File: src/rtl/gpio_pwm_pkg.sv
// GPIO and PWM peripheral shared definitions
// Data widths, the register map and the structs passed between blocks

`default_nettype none

package gpio_pwm_pkg;

    typedef logic [31:0] word_t;     // One Wishbone data word
    typedef logic [33:0] user_io_t;  // Usable pads, 31:0 GPIO and 33:32 PWM
    typedef logic [15:0] pwm_cnt_t;  // PWM counter, period and duty

    // Duty slots held in the config struct
    localparam int NUM_PWM_MAX = 2;

    // Register map, byte offsets
    localparam logic [7:0] REG_OUT        = 8'h00;
    localparam logic [7:0] REG_OE         = 8'h04;
    localparam logic [7:0] REG_IN         = 8'h08;
    localparam logic [7:0] REG_EDGE_STAT  = 8'h0C;  // Sticky, write one to clear
    localparam logic [7:0] REG_IRQ_EN     = 8'h10;
    localparam logic [7:0] REG_PWM_CTRL   = 8'h14;  // Channel enables in low bits
    localparam logic [7:0] REG_PWM_PERIOD = 8'h18;
    localparam logic [7:0] REG_PWM_DUTY0  = 8'h1C;
    localparam logic [7:0] REG_PWM_DUTY1  = 8'h20;

    // One Wishbone request as seen by the slave
    typedef struct packed {
        logic       cyc;
        logic       stb;
        logic       we;
        logic [3:0] sel;  // Byte lane enables
        word_t      adr;
        word_t      dat;
    } wb_req_t;

    // Register contents steering the datapath blocks
    typedef struct packed {
        word_t                        gpio_out;
        word_t                        gpio_oe;     // Active high enable
        word_t                        irq_en;
        logic [NUM_PWM_MAX-1:0]       pwm_en;
        pwm_cnt_t                     pwm_period;
        pwm_cnt_t [NUM_PWM_MAX-1:0]   pwm_duty;
    } periph_cfg_t;

endpackage

`default_nettype wire

File: src/rtl/gpio_edge_capture.sv
// GPIO edge capture
// Synchronises the pad inputs and flags rising edges as one-cycle pulses

`default_nettype none

module gpio_edge_capture #(
    parameter int SYNC_STAGES = 2
) (
    input  logic                clk_i,
    input  logic                rst_n_i,
    input  gpio_pwm_pkg::word_t pad_i,
    output gpio_pwm_pkg::word_t sync_o,      // Synchronised pad levels
    output gpio_pwm_pkg::word_t edge_set_o   // Rising edge pulse per bit
);
    import gpio_pwm_pkg::*;

    // Synchroniser chain, stage 0 samples the pads
    word_t [SYNC_STAGES-1:0] sync_q;
    word_t                   sync_last;
    word_t                   prev_q;    // Level seen one cycle before
    word_t                   edge_q;
    word_t                   rise;

    generate
        if (SYNC_STAGES > 1) begin : g_chain
            always_ff @(posedge clk_i) begin
                if (!rst_n_i)
                    sync_q <= '0;
                else
                    sync_q <= {sync_q[SYNC_STAGES-2:0], pad_i};  // Shift towards MSB stage
            end
        end else begin : g_single
            always_ff @(posedge clk_i) begin
                if (!rst_n_i)
                    sync_q <= '0;
                else
                    sync_q <= pad_i;
            end
        end
    endgenerate

    assign sync_last = sync_q[SYNC_STAGES-1];

    // New level high while the previous one was low
    assign rise = sync_last & ~prev_q;

    // Previous level and registered edge pulse
    always_ff @(posedge clk_i) begin
        if (!rst_n_i) begin
            prev_q <= '0;
            edge_q <= '0;
        end else begin
            prev_q <= sync_last;
            edge_q <= rise;  // Lands SYNC_STAGES+1 cycles after the pad
        end
    end

    // Level reported with the same delay as the edge pulse
    assign sync_o     = prev_q;
    assign edge_set_o = edge_q;

    // An edge flag always comes with the pad level high
    a_edge_needs_level: assert property (@(posedge clk_i) disable iff (!rst_n_i)
        (edge_set_o & ~sync_o) == '0);

endmodule

`default_nettype wire

File: src/rtl/gpio_pwm_wrapper.sv
// GPIO and PWM peripheral top level
// Maps the user-area pads, bus and IRQ lines onto the register block,
// the edge capture and the PWM channels

`default_nettype none

module gpio_pwm_wrapper #(
    parameter int NUM_PWM     = 2,  // 1 to NUM_PWM_MAX
    parameter int SYNC_STAGES = 2   // 2 or 3
) (
    input  logic                wb_clk_i,
    input  logic                rst_n_i,
    // Wishbone slave
    input  logic                wbs_stb_i,
    input  logic                wbs_cyc_i,
    input  logic                wbs_we_i,
    input  logic [3:0]          wbs_sel_i,
    input  gpio_pwm_pkg::word_t wbs_dat_i,
    input  gpio_pwm_pkg::word_t wbs_adr_i,
    output logic                wbs_ack_o,
    output gpio_pwm_pkg::word_t wbs_dat_o,
    // Logic analyzer, not used by the design
    input  logic [127:0]        la_data_in_i,
    output logic [127:0]        la_data_out_o,
    input  logic [127:0]        la_oenb_i,
    // Pads
    input  logic [37:0]         gpio_in_i,
    output logic [37:0]         gpio_out_o,
    output logic [37:0]         gpio_oeb_o,   // Active low enable
    output logic [2:0]          irq_o
);
    import gpio_pwm_pkg::*;

    wb_req_t                wb_req;
    periph_cfg_t            cfg;
    word_t                  pad_in;     // Pads 0 and 35:5
    word_t                  sync_in;
    word_t                  edge_set;
    logic                   period_wr;
    logic                   irq_lvl;
    logic [NUM_PWM-1:0]     pwm;
    logic [NUM_PWM_MAX-1:0] pwm_pad;    // Unbuilt channels read 0
    user_io_t               user_out;
    user_io_t               user_oeb;

    assign wb_req = '{cyc: wbs_cyc_i, stb: wbs_stb_i, we: wbs_we_i,
                      sel: wbs_sel_i, adr: wbs_adr_i, dat: wbs_dat_i};

    // User bit 0 is pad 0, user bits 33:1 are pads 37:5
    assign pad_in   = {gpio_in_i[35:5], gpio_in_i[0]};
    assign pwm_pad  = NUM_PWM_MAX'(pwm);
    assign user_out = {pwm_pad, cfg.gpio_out};
    assign user_oeb = ~{cfg.pwm_en, cfg.gpio_oe};

    assign gpio_out_o = {user_out[33:1], 4'b0000, user_out[0]};
    assign gpio_oeb_o = {user_oeb[33:1], 4'b1111, user_oeb[0]};  // Pads 4:1 inputs

    assign irq_o         = {2'b00, irq_lvl};  // Upper IRQs unused
    assign la_data_out_o = '0;

    wb_reg_block #(
        .NUM_PWM(NUM_PWM)
    ) u_regs (
        .clk_i       (wb_clk_i),
        .rst_n_i     (rst_n_i),
        .req_i       (wb_req),
        .ack_o       (wbs_ack_o),
        .rdata_o     (wbs_dat_o),
        .sync_in_i   (sync_in),
        .edge_set_i  (edge_set),
        .cfg_o       (cfg),
        .period_wr_o (period_wr),
        .irq_o       (irq_lvl)
    );

    gpio_edge_capture #(
        .SYNC_STAGES(SYNC_STAGES)
    ) u_capture (
        .clk_i      (wb_clk_i),
        .rst_n_i    (rst_n_i),
        .pad_i      (pad_in),
        .sync_o     (sync_in),
        .edge_set_o (edge_set)
    );

    pwm_channels #(
        .NUM_PWM(NUM_PWM)
    ) u_pwm (
        .clk_i       (wb_clk_i),
        .rst_n_i     (rst_n_i),
        .cfg_i       (cfg),
        .period_wr_i (period_wr),
        .pwm_o       (pwm)
    );

endmodule

`default_nettype wire

File: src/rtl/pwm_channels.sv
// PWM channels
// One shared period counter and a registered duty compare per channel

`default_nettype none

module pwm_channels #(
    parameter int NUM_PWM = 2
) (
    input  logic                      clk_i,
    input  logic                      rst_n_i,
    input  gpio_pwm_pkg::periph_cfg_t cfg_i,
    input  logic                      period_wr_i,  // Period register written
    output logic [NUM_PWM-1:0]        pwm_o
);
    import gpio_pwm_pkg::*;

    pwm_cnt_t           cnt_q;
    logic               wrap;
    logic [NUM_PWM-1:0] cmp;
    logic [NUM_PWM-1:0] pwm_q;

    // Last count of the period reached
    assign wrap = (cnt_q >= cfg_i.pwm_period);

    // Counter runs 0 to period and wraps
    always_ff @(posedge clk_i) begin
        if (!rst_n_i) begin
            cnt_q <= '0;
        end else if (period_wr_i) begin
            cnt_q <= '0;  // New period starts clean
        end else if (wrap) begin
            cnt_q <= '0;
        end else begin
            cnt_q <= cnt_q + 1'b1;
        end
    end

    // Per-channel duty compare
    generate
        for (genvar i = 0; i < NUM_PWM; i++) begin : g_ch
            // High below the duty value, only while enabled
            assign cmp[i] = cfg_i.pwm_en[i] && (cnt_q < cfg_i.pwm_duty[i]);
        end
    endgenerate

    // Registered outputs keep the pads glitch free
    always_ff @(posedge clk_i) begin
        if (!rst_n_i)
            pwm_q <= '0;
        else
            pwm_q <= cmp;
    end

    assign pwm_o = pwm_q;

    // Counter stays inside the period, a new period resets it on the same edge
    a_cnt_in_period: assert property (@(posedge clk_i) disable iff (!rst_n_i)
        cnt_q <= cfg_i.pwm_period);

endmodule

`default_nettype wire

File: src/rtl/wb_reg_block.sv
// Wishbone register block
// Single-cycle ack slave holding GPIO, IRQ and PWM configuration,
// sticky edge status with write-one-to-clear and the interrupt level

`default_nettype none

module wb_reg_block #(
    parameter int NUM_PWM = 2
) (
    input  logic                      clk_i,
    input  logic                      rst_n_i,
    input  gpio_pwm_pkg::wb_req_t     req_i,
    output logic                      ack_o,
    output gpio_pwm_pkg::word_t       rdata_o,
    input  gpio_pwm_pkg::word_t       sync_in_i,
    input  gpio_pwm_pkg::word_t       edge_set_i,
    output gpio_pwm_pkg::periph_cfg_t cfg_o,
    output logic                      period_wr_o,  // Restarts the PWM counter
    output logic                      irq_o
);
    import gpio_pwm_pkg::*;

    // Enable bits of channels that exist
    localparam logic [NUM_PWM_MAX-1:0] PWM_MASK = NUM_PWM_MAX'((1 << NUM_PWM) - 1);

    word_t                      out_q;
    word_t                      oe_q;
    word_t                      stat_q;
    word_t                      irq_en_q;
    logic [NUM_PWM_MAX-1:0]     pwm_en_q;
    pwm_cnt_t                   period_q;
    pwm_cnt_t [NUM_PWM_MAX-1:0] duty_q;
    logic                       ack_q;
    word_t                      rdata_q;

    logic       req_valid;
    logic       wr_en;
    logic       rd_en;
    logic [5:0] word_adr;
    word_t      wmask;
    word_t      clr_mask;
    word_t      rd_mux;

    // Merge write data into the old value on the selected byte lanes
    function automatic word_t merge(word_t old_v, word_t new_v, word_t mask);
        return (old_v & ~mask) | (new_v & mask);
    endfunction

    assign req_valid = req_i.cyc & req_i.stb & ~ack_q;  // No accept during ack
    assign wr_en     = req_valid & req_i.we;
    assign rd_en     = req_valid & ~req_i.we;
    assign word_adr  = req_i.adr[7:2];
    assign wmask     = {{8{req_i.sel[3]}}, {8{req_i.sel[2]}},
                        {8{req_i.sel[1]}}, {8{req_i.sel[0]}}};

    // Ones written to the status register clear those bits
    assign clr_mask = (wr_en && word_adr == REG_EDGE_STAT[7:2]) ? (req_i.dat & wmask) : '0;

    assign period_wr_o = wr_en && (word_adr == REG_PWM_PERIOD[7:2]);

    // Configuration registers
    always_ff @(posedge clk_i) begin
        if (!rst_n_i) begin
            out_q    <= '0;
            oe_q     <= '0;
            irq_en_q <= '0;
            pwm_en_q <= '0;
            period_q <= '0;
            duty_q   <= '0;
        end else if (wr_en) begin
            if (word_adr == REG_OUT[7:2])
                out_q <= merge(out_q, req_i.dat, wmask);
            if (word_adr == REG_OE[7:2])
                oe_q <= merge(oe_q, req_i.dat, wmask);
            if (word_adr == REG_IRQ_EN[7:2])
                irq_en_q <= merge(irq_en_q, req_i.dat, wmask);
            if (word_adr == REG_PWM_CTRL[7:2])  // Enables of absent channels stay 0
                pwm_en_q <= NUM_PWM_MAX'(merge(word_t'(pwm_en_q), req_i.dat, wmask))
                            & PWM_MASK;
            if (word_adr == REG_PWM_PERIOD[7:2])
                period_q <= pwm_cnt_t'(merge(word_t'(period_q), req_i.dat, wmask));
            if (word_adr == REG_PWM_DUTY0[7:2])
                duty_q[0] <= pwm_cnt_t'(merge(word_t'(duty_q[0]), req_i.dat, wmask));
            if (word_adr == REG_PWM_DUTY1[7:2] && NUM_PWM > 1)  // Slot 1 only if built
                duty_q[1] <= pwm_cnt_t'(merge(word_t'(duty_q[1]), req_i.dat, wmask));
        end
    end

    // Sticky edge status, a new edge beats a clear
    always_ff @(posedge clk_i) begin
        if (!rst_n_i)
            stat_q <= '0;
        else
            stat_q <= (stat_q & ~clr_mask) | edge_set_i;
    end

    // Readback select
    always_comb begin
        case (word_adr)
            REG_OUT[7:2]:        rd_mux = out_q;
            REG_OE[7:2]:         rd_mux = oe_q;
            REG_IN[7:2]:         rd_mux = sync_in_i;
            REG_EDGE_STAT[7:2]:  rd_mux = stat_q;
            REG_IRQ_EN[7:2]:     rd_mux = irq_en_q;
            REG_PWM_CTRL[7:2]:   rd_mux = word_t'(pwm_en_q);
            REG_PWM_PERIOD[7:2]: rd_mux = word_t'(period_q);
            REG_PWM_DUTY0[7:2]:  rd_mux = word_t'(duty_q[0]);
            REG_PWM_DUTY1[7:2]:  rd_mux = word_t'(duty_q[1]);
            default:             rd_mux = '0;  // Unmapped reads zero
        endcase
    end

    // Ack one cycle after the request, data only in the ack cycle
    always_ff @(posedge clk_i) begin
        if (!rst_n_i) begin
            ack_q   <= 1'b0;
            rdata_q <= '0;
        end else begin
            ack_q   <= req_valid;
            rdata_q <= rd_en ? rd_mux : '0;
        end
    end

    assign ack_o   = ack_q;
    assign rdata_o = rdata_q;
    assign irq_o   = |(stat_q & irq_en_q);  // Level interrupt

    assign cfg_o.gpio_out   = out_q;
    assign cfg_o.gpio_oe    = oe_q;
    assign cfg_o.irq_en     = irq_en_q;
    assign cfg_o.pwm_en     = pwm_en_q;
    assign cfg_o.pwm_period = period_q;
    assign cfg_o.pwm_duty   = duty_q;

    // Ack is a single-cycle pulse
    a_ack_single: assert property (@(posedge clk_i) disable iff (!rst_n_i)
        ack_o |=> !ack_o);

    // Every ack answers a request held by the master
    a_ack_after_req: assert property (@(posedge clk_i) disable iff (!rst_n_i)
        ack_o |-> $past(req_i.cyc && req_i.stb));

endmodule

`default_nettype wire

File: config.mk
export PLATFORM = sky130hd
export DESIGN_NAME = gpio_pwm_wrapper
export DESIGN_NICKNAME = d
export VERILOG_FILES = /design/src/rtl/gpio_pwm_pkg.sv /design/src/rtl/gpio_edge_capture.sv /design/src/rtl/gpio_pwm_wrapper.sv /design/src/rtl/pwm_channels.sv /design/src/rtl/wb_reg_block.sv
export SDC_FILE = /design/constraint.sdc
export NUM_CORES = 1
export LEC_CHECK = 0
export ABC_AREA = 1
export BUFFER_PORTS_ARGS = -buffer_cell sky130_fd_sc_hd__buf_4
export CORE_AREA = 2 2 295 224
export CTS_CLUSTER_DIAMETER = 100
export DETAILED_ROUTE_END_ITERATION = 8
export DIE_AREA = 0 0 297 226
export SLEW_MARGIN = 10
export SYNTH_ARGS = -nofsm -noshare
export SYNTH_HDL_FRONTEND = slang
export SYNTH_HIERARCHICAL = 1
export SYNTH_SLANG_ARGS = --single-unit
File: constraint.sdc
create_clock -name wb_clk_i -period 1.7 [get_ports wb_clk_i]
set_input_delay 0.425 -clock wb_clk_i [delete_from_list [all_inputs] [get_ports wb_clk_i]]
set_output_delay 0.425 -clock wb_clk_i [all_outputs]
set_load 0.05 [all_outputs]
==> impl_results.md <==
- P_leak: a little over 9 nW
- Vias in the first global route: 12490
- Max Freq: 449 MHz
- Synthesized flop and latch total: 357
- Rows: ~80
- Startpoint Class: flop
- Root Buffer: clkbuf_16
- Input/output buffers: 180
- Antenna Violating Nets Remaining: 0
- DR DRC count: 0
- Setup slack after placement: -0.359 ns
- Crit end category: output pin
- Most frequent cells in the layout: 563 x nand2_1, 344 x dfxtp_1, 298 x inv_1
- Crit Reg-Reg Startpoint: u_regs/ack_o$_SDFF_PN0_
- Inserted Clock Buffers: 40
- Netlist Area Pre-Place: between 15000 and 20000 um2
- CTS sink count: roughly 360
- Post-route setup slack: -0.526 ns
- Violated checks: negative setup slack
- Run status: complete, but fails checks
- Synthesis warning total: 6
- Share of the synthesized area in the top cell type: 0.448
- CTS Hold Bufs: 0
- Final setup vio count: 1
- Maximum VDD drop: about 0.00057 V
- Mapped Cells: 2151
- Worst min-delay path category: input pin to flop
- Power Total: around 19 mW
- Final wirelength: 48900 um
- PwrDens: just over 900 nW/um2
- Setup bufs post-CTS: 0
- Via Count: approximately 14000
- Hold violation count in the final report: 0
- Router iterations before antenna repair: 5
- Clock transition at path regs: roughly 0.060 ns
- Fin crit share: 1.31
- Max-slew violations: 0
- Crit-path most repeated cell: nor2_4
- Ports: ~610
- Worst hold slack: approximately 0.049 ns
- Area Growth Syn to Fin: 26.8%
- Grt total ovfl: 0
- Die area: approximately 67000 um2
- DP HPWL: around 38000 um
- Fillers: between 6000 and 7000
- GRT Overall Usage: 0.141
- Post-synth top area cell: dfxtp_1
- Synth Area per Inst: around 7.4 um2
- RSZ-0062 raised after global routing: yes
- CP Class: flop to output pin
- Initial core utilization: 0.248
- Global-route wire length before repair: 73100 um
- Worst-path cell chain: a22o_1 -> nor2_4 -> nand2_4 -> nor2_4 -> nand2_2 -> buf_8
- Crit-path slowest cell: dfxtp_2
- Max stage delay on crit path: ~0.33 ns
- Max cap viols: 0
- Fin nets: 2853
- Clock latency on the worst-skew pair: between 0.5 and 0.6 ns
- Clock Skews: ~0.026 ns
- Die Y: between 200 and 250 um
- Final GP Congestion: 0.882
- CTS tree: yes
- Worst EP required: 1.27 ns
- Hold_sp: gpio_in_i[0]
- Post-synth cell types: 37
- Maximum fanout along the worst path: 2
- Share of cells above drive strength 1: 0.202
- DRT iter0 DRCs: 1211
- Die width: between 200 and 300 um
- Deepest clock path buffer count: 3
- Worst path arrival time: roughly 1.8 ns
- Fin crit period: 2.23 ns
- Register area share after synthesis: 0.448
- Leading cell type in the layout, fill and taps excluded: nand2_1
- Avg Vias per Cell: around 4.1
- Fin util: 0.314
- Largest net degree at the start of global routing: 61
- Antenna violations before repair: 1
- CORE AREA: roughly 64000 um2
- Clock H-tree levels: 2
- Ranking of synthesized cells by area: dfxtp_1 45%, nand2_1 13%, inv_1 7.1%, buf_4 7.0%, a21oi_1 6.0%
- WL per Instance: 14.6 um
-- final timing paths --
| path | slack [ns] | endpoint | depth (start not counted) |
|---|---|---|---|
| worst max-delay path | -0.53 | irq_o[0] | 6 |
| worst min-delay path | 0.05 | u_capture/sync_q[0]$_SDFF_PN0_ | 3 |
| worst max register to register | 0.12 | flop | 8 |
| worst min register to register | 0.40 | u_capture/edge_set_o[7]$_SDFF_PN0_ | 1 |
-- synthesized netlist by cell type (all sizes together) --
cell type and count:
nor3 10, xor2 9, conb 2, o21ai 149, nand3 22, nand4 17, inv 319, clkbuf 30
nor4 2, nand2 588, a221oi 1, dfxtp 357, ha 47, clkinv 5, xnor2 5, a21oi 193
nor2 193, a22o 8, o22ai 3, o21a 1, o211ai 10, buf 180
-- per-layer routing --
metal / GRT usage / share of wire / up-vias
met5: 0 / 0 / -
met4: 0.0375 / 0.018 / 0
met1: 0.215 / 0.51 / 6261
li1: - / - / 6944
met2: 0.196 / 0.39 / 485
met3: 0.0287 / 0.082 / 55
-- per-stage QoR --
| step | setup TNS, ns | std cells | area, um2 |
|---|---|---|---|
| finish | -0.526 | 3340 | 20200 |
| global placement | -34.59 | 3267 | 18800 |
| detailed placement | -35.64 | 3267 | 18800 |
| CTS | -0.550 | 3338 | 20200 |
| global route | -0.585 | 3340 | 20200 |
| floorplan | 0 | 2287 | 16500 |
-- where the power goes --
part,internal [mW],switching (mW),leakage (nW)
Combinational,0.316,1.17,5.75
Sequential,8.51,0.0601,2.90
Clock,4.88,3.68,0.626
-- final cells by class --
type,instances,area [um2],share of cell area
Multi-Input combinational cell,1397,6760,0.334
Tap cell,871,1090,0.0538
Clock inverter,18,190,0.00939
Inverter,324,1220,0.0603
Sequential cell,357,7160,0.354
Antenna cell,1,2.50,0.000124
Timing Repair Buffer,319,2730,0.135
Clock buffer,53,1090,0.0538
-- timing repair --
item                       4_1_cts  5_1_grt
gates cloned                     0        1
pin swaps                        8        3
setup endpoints to repair       10       24
gates resized for setup         25       18
-- kinds of logic (layout without fill, tap and decap cells) --
family                   after synthesis  count (layout)  share of synthesized area
buffers and inverters                534             714                      0.167
AND/OR/NAND/NOR                      832             833                      0.222
AO/OA/AOI/OAI                        365             365                      0.119
other                                  2             139                   0.000470
adder cells (fa/ha/maj)               47              47                     0.0368
XOR/XNOR                              14              14                    0.00768
flip-flops                           357             357                      0.448
-- critical path: cells and delay by family (launching register included) --
kind	cells	cell delay, ns
compound gates	1	0.26
buf+inv	1	0.16
flops	1	0.33
simple gates	4	0.48
Power figures use the tool's default switching activity.
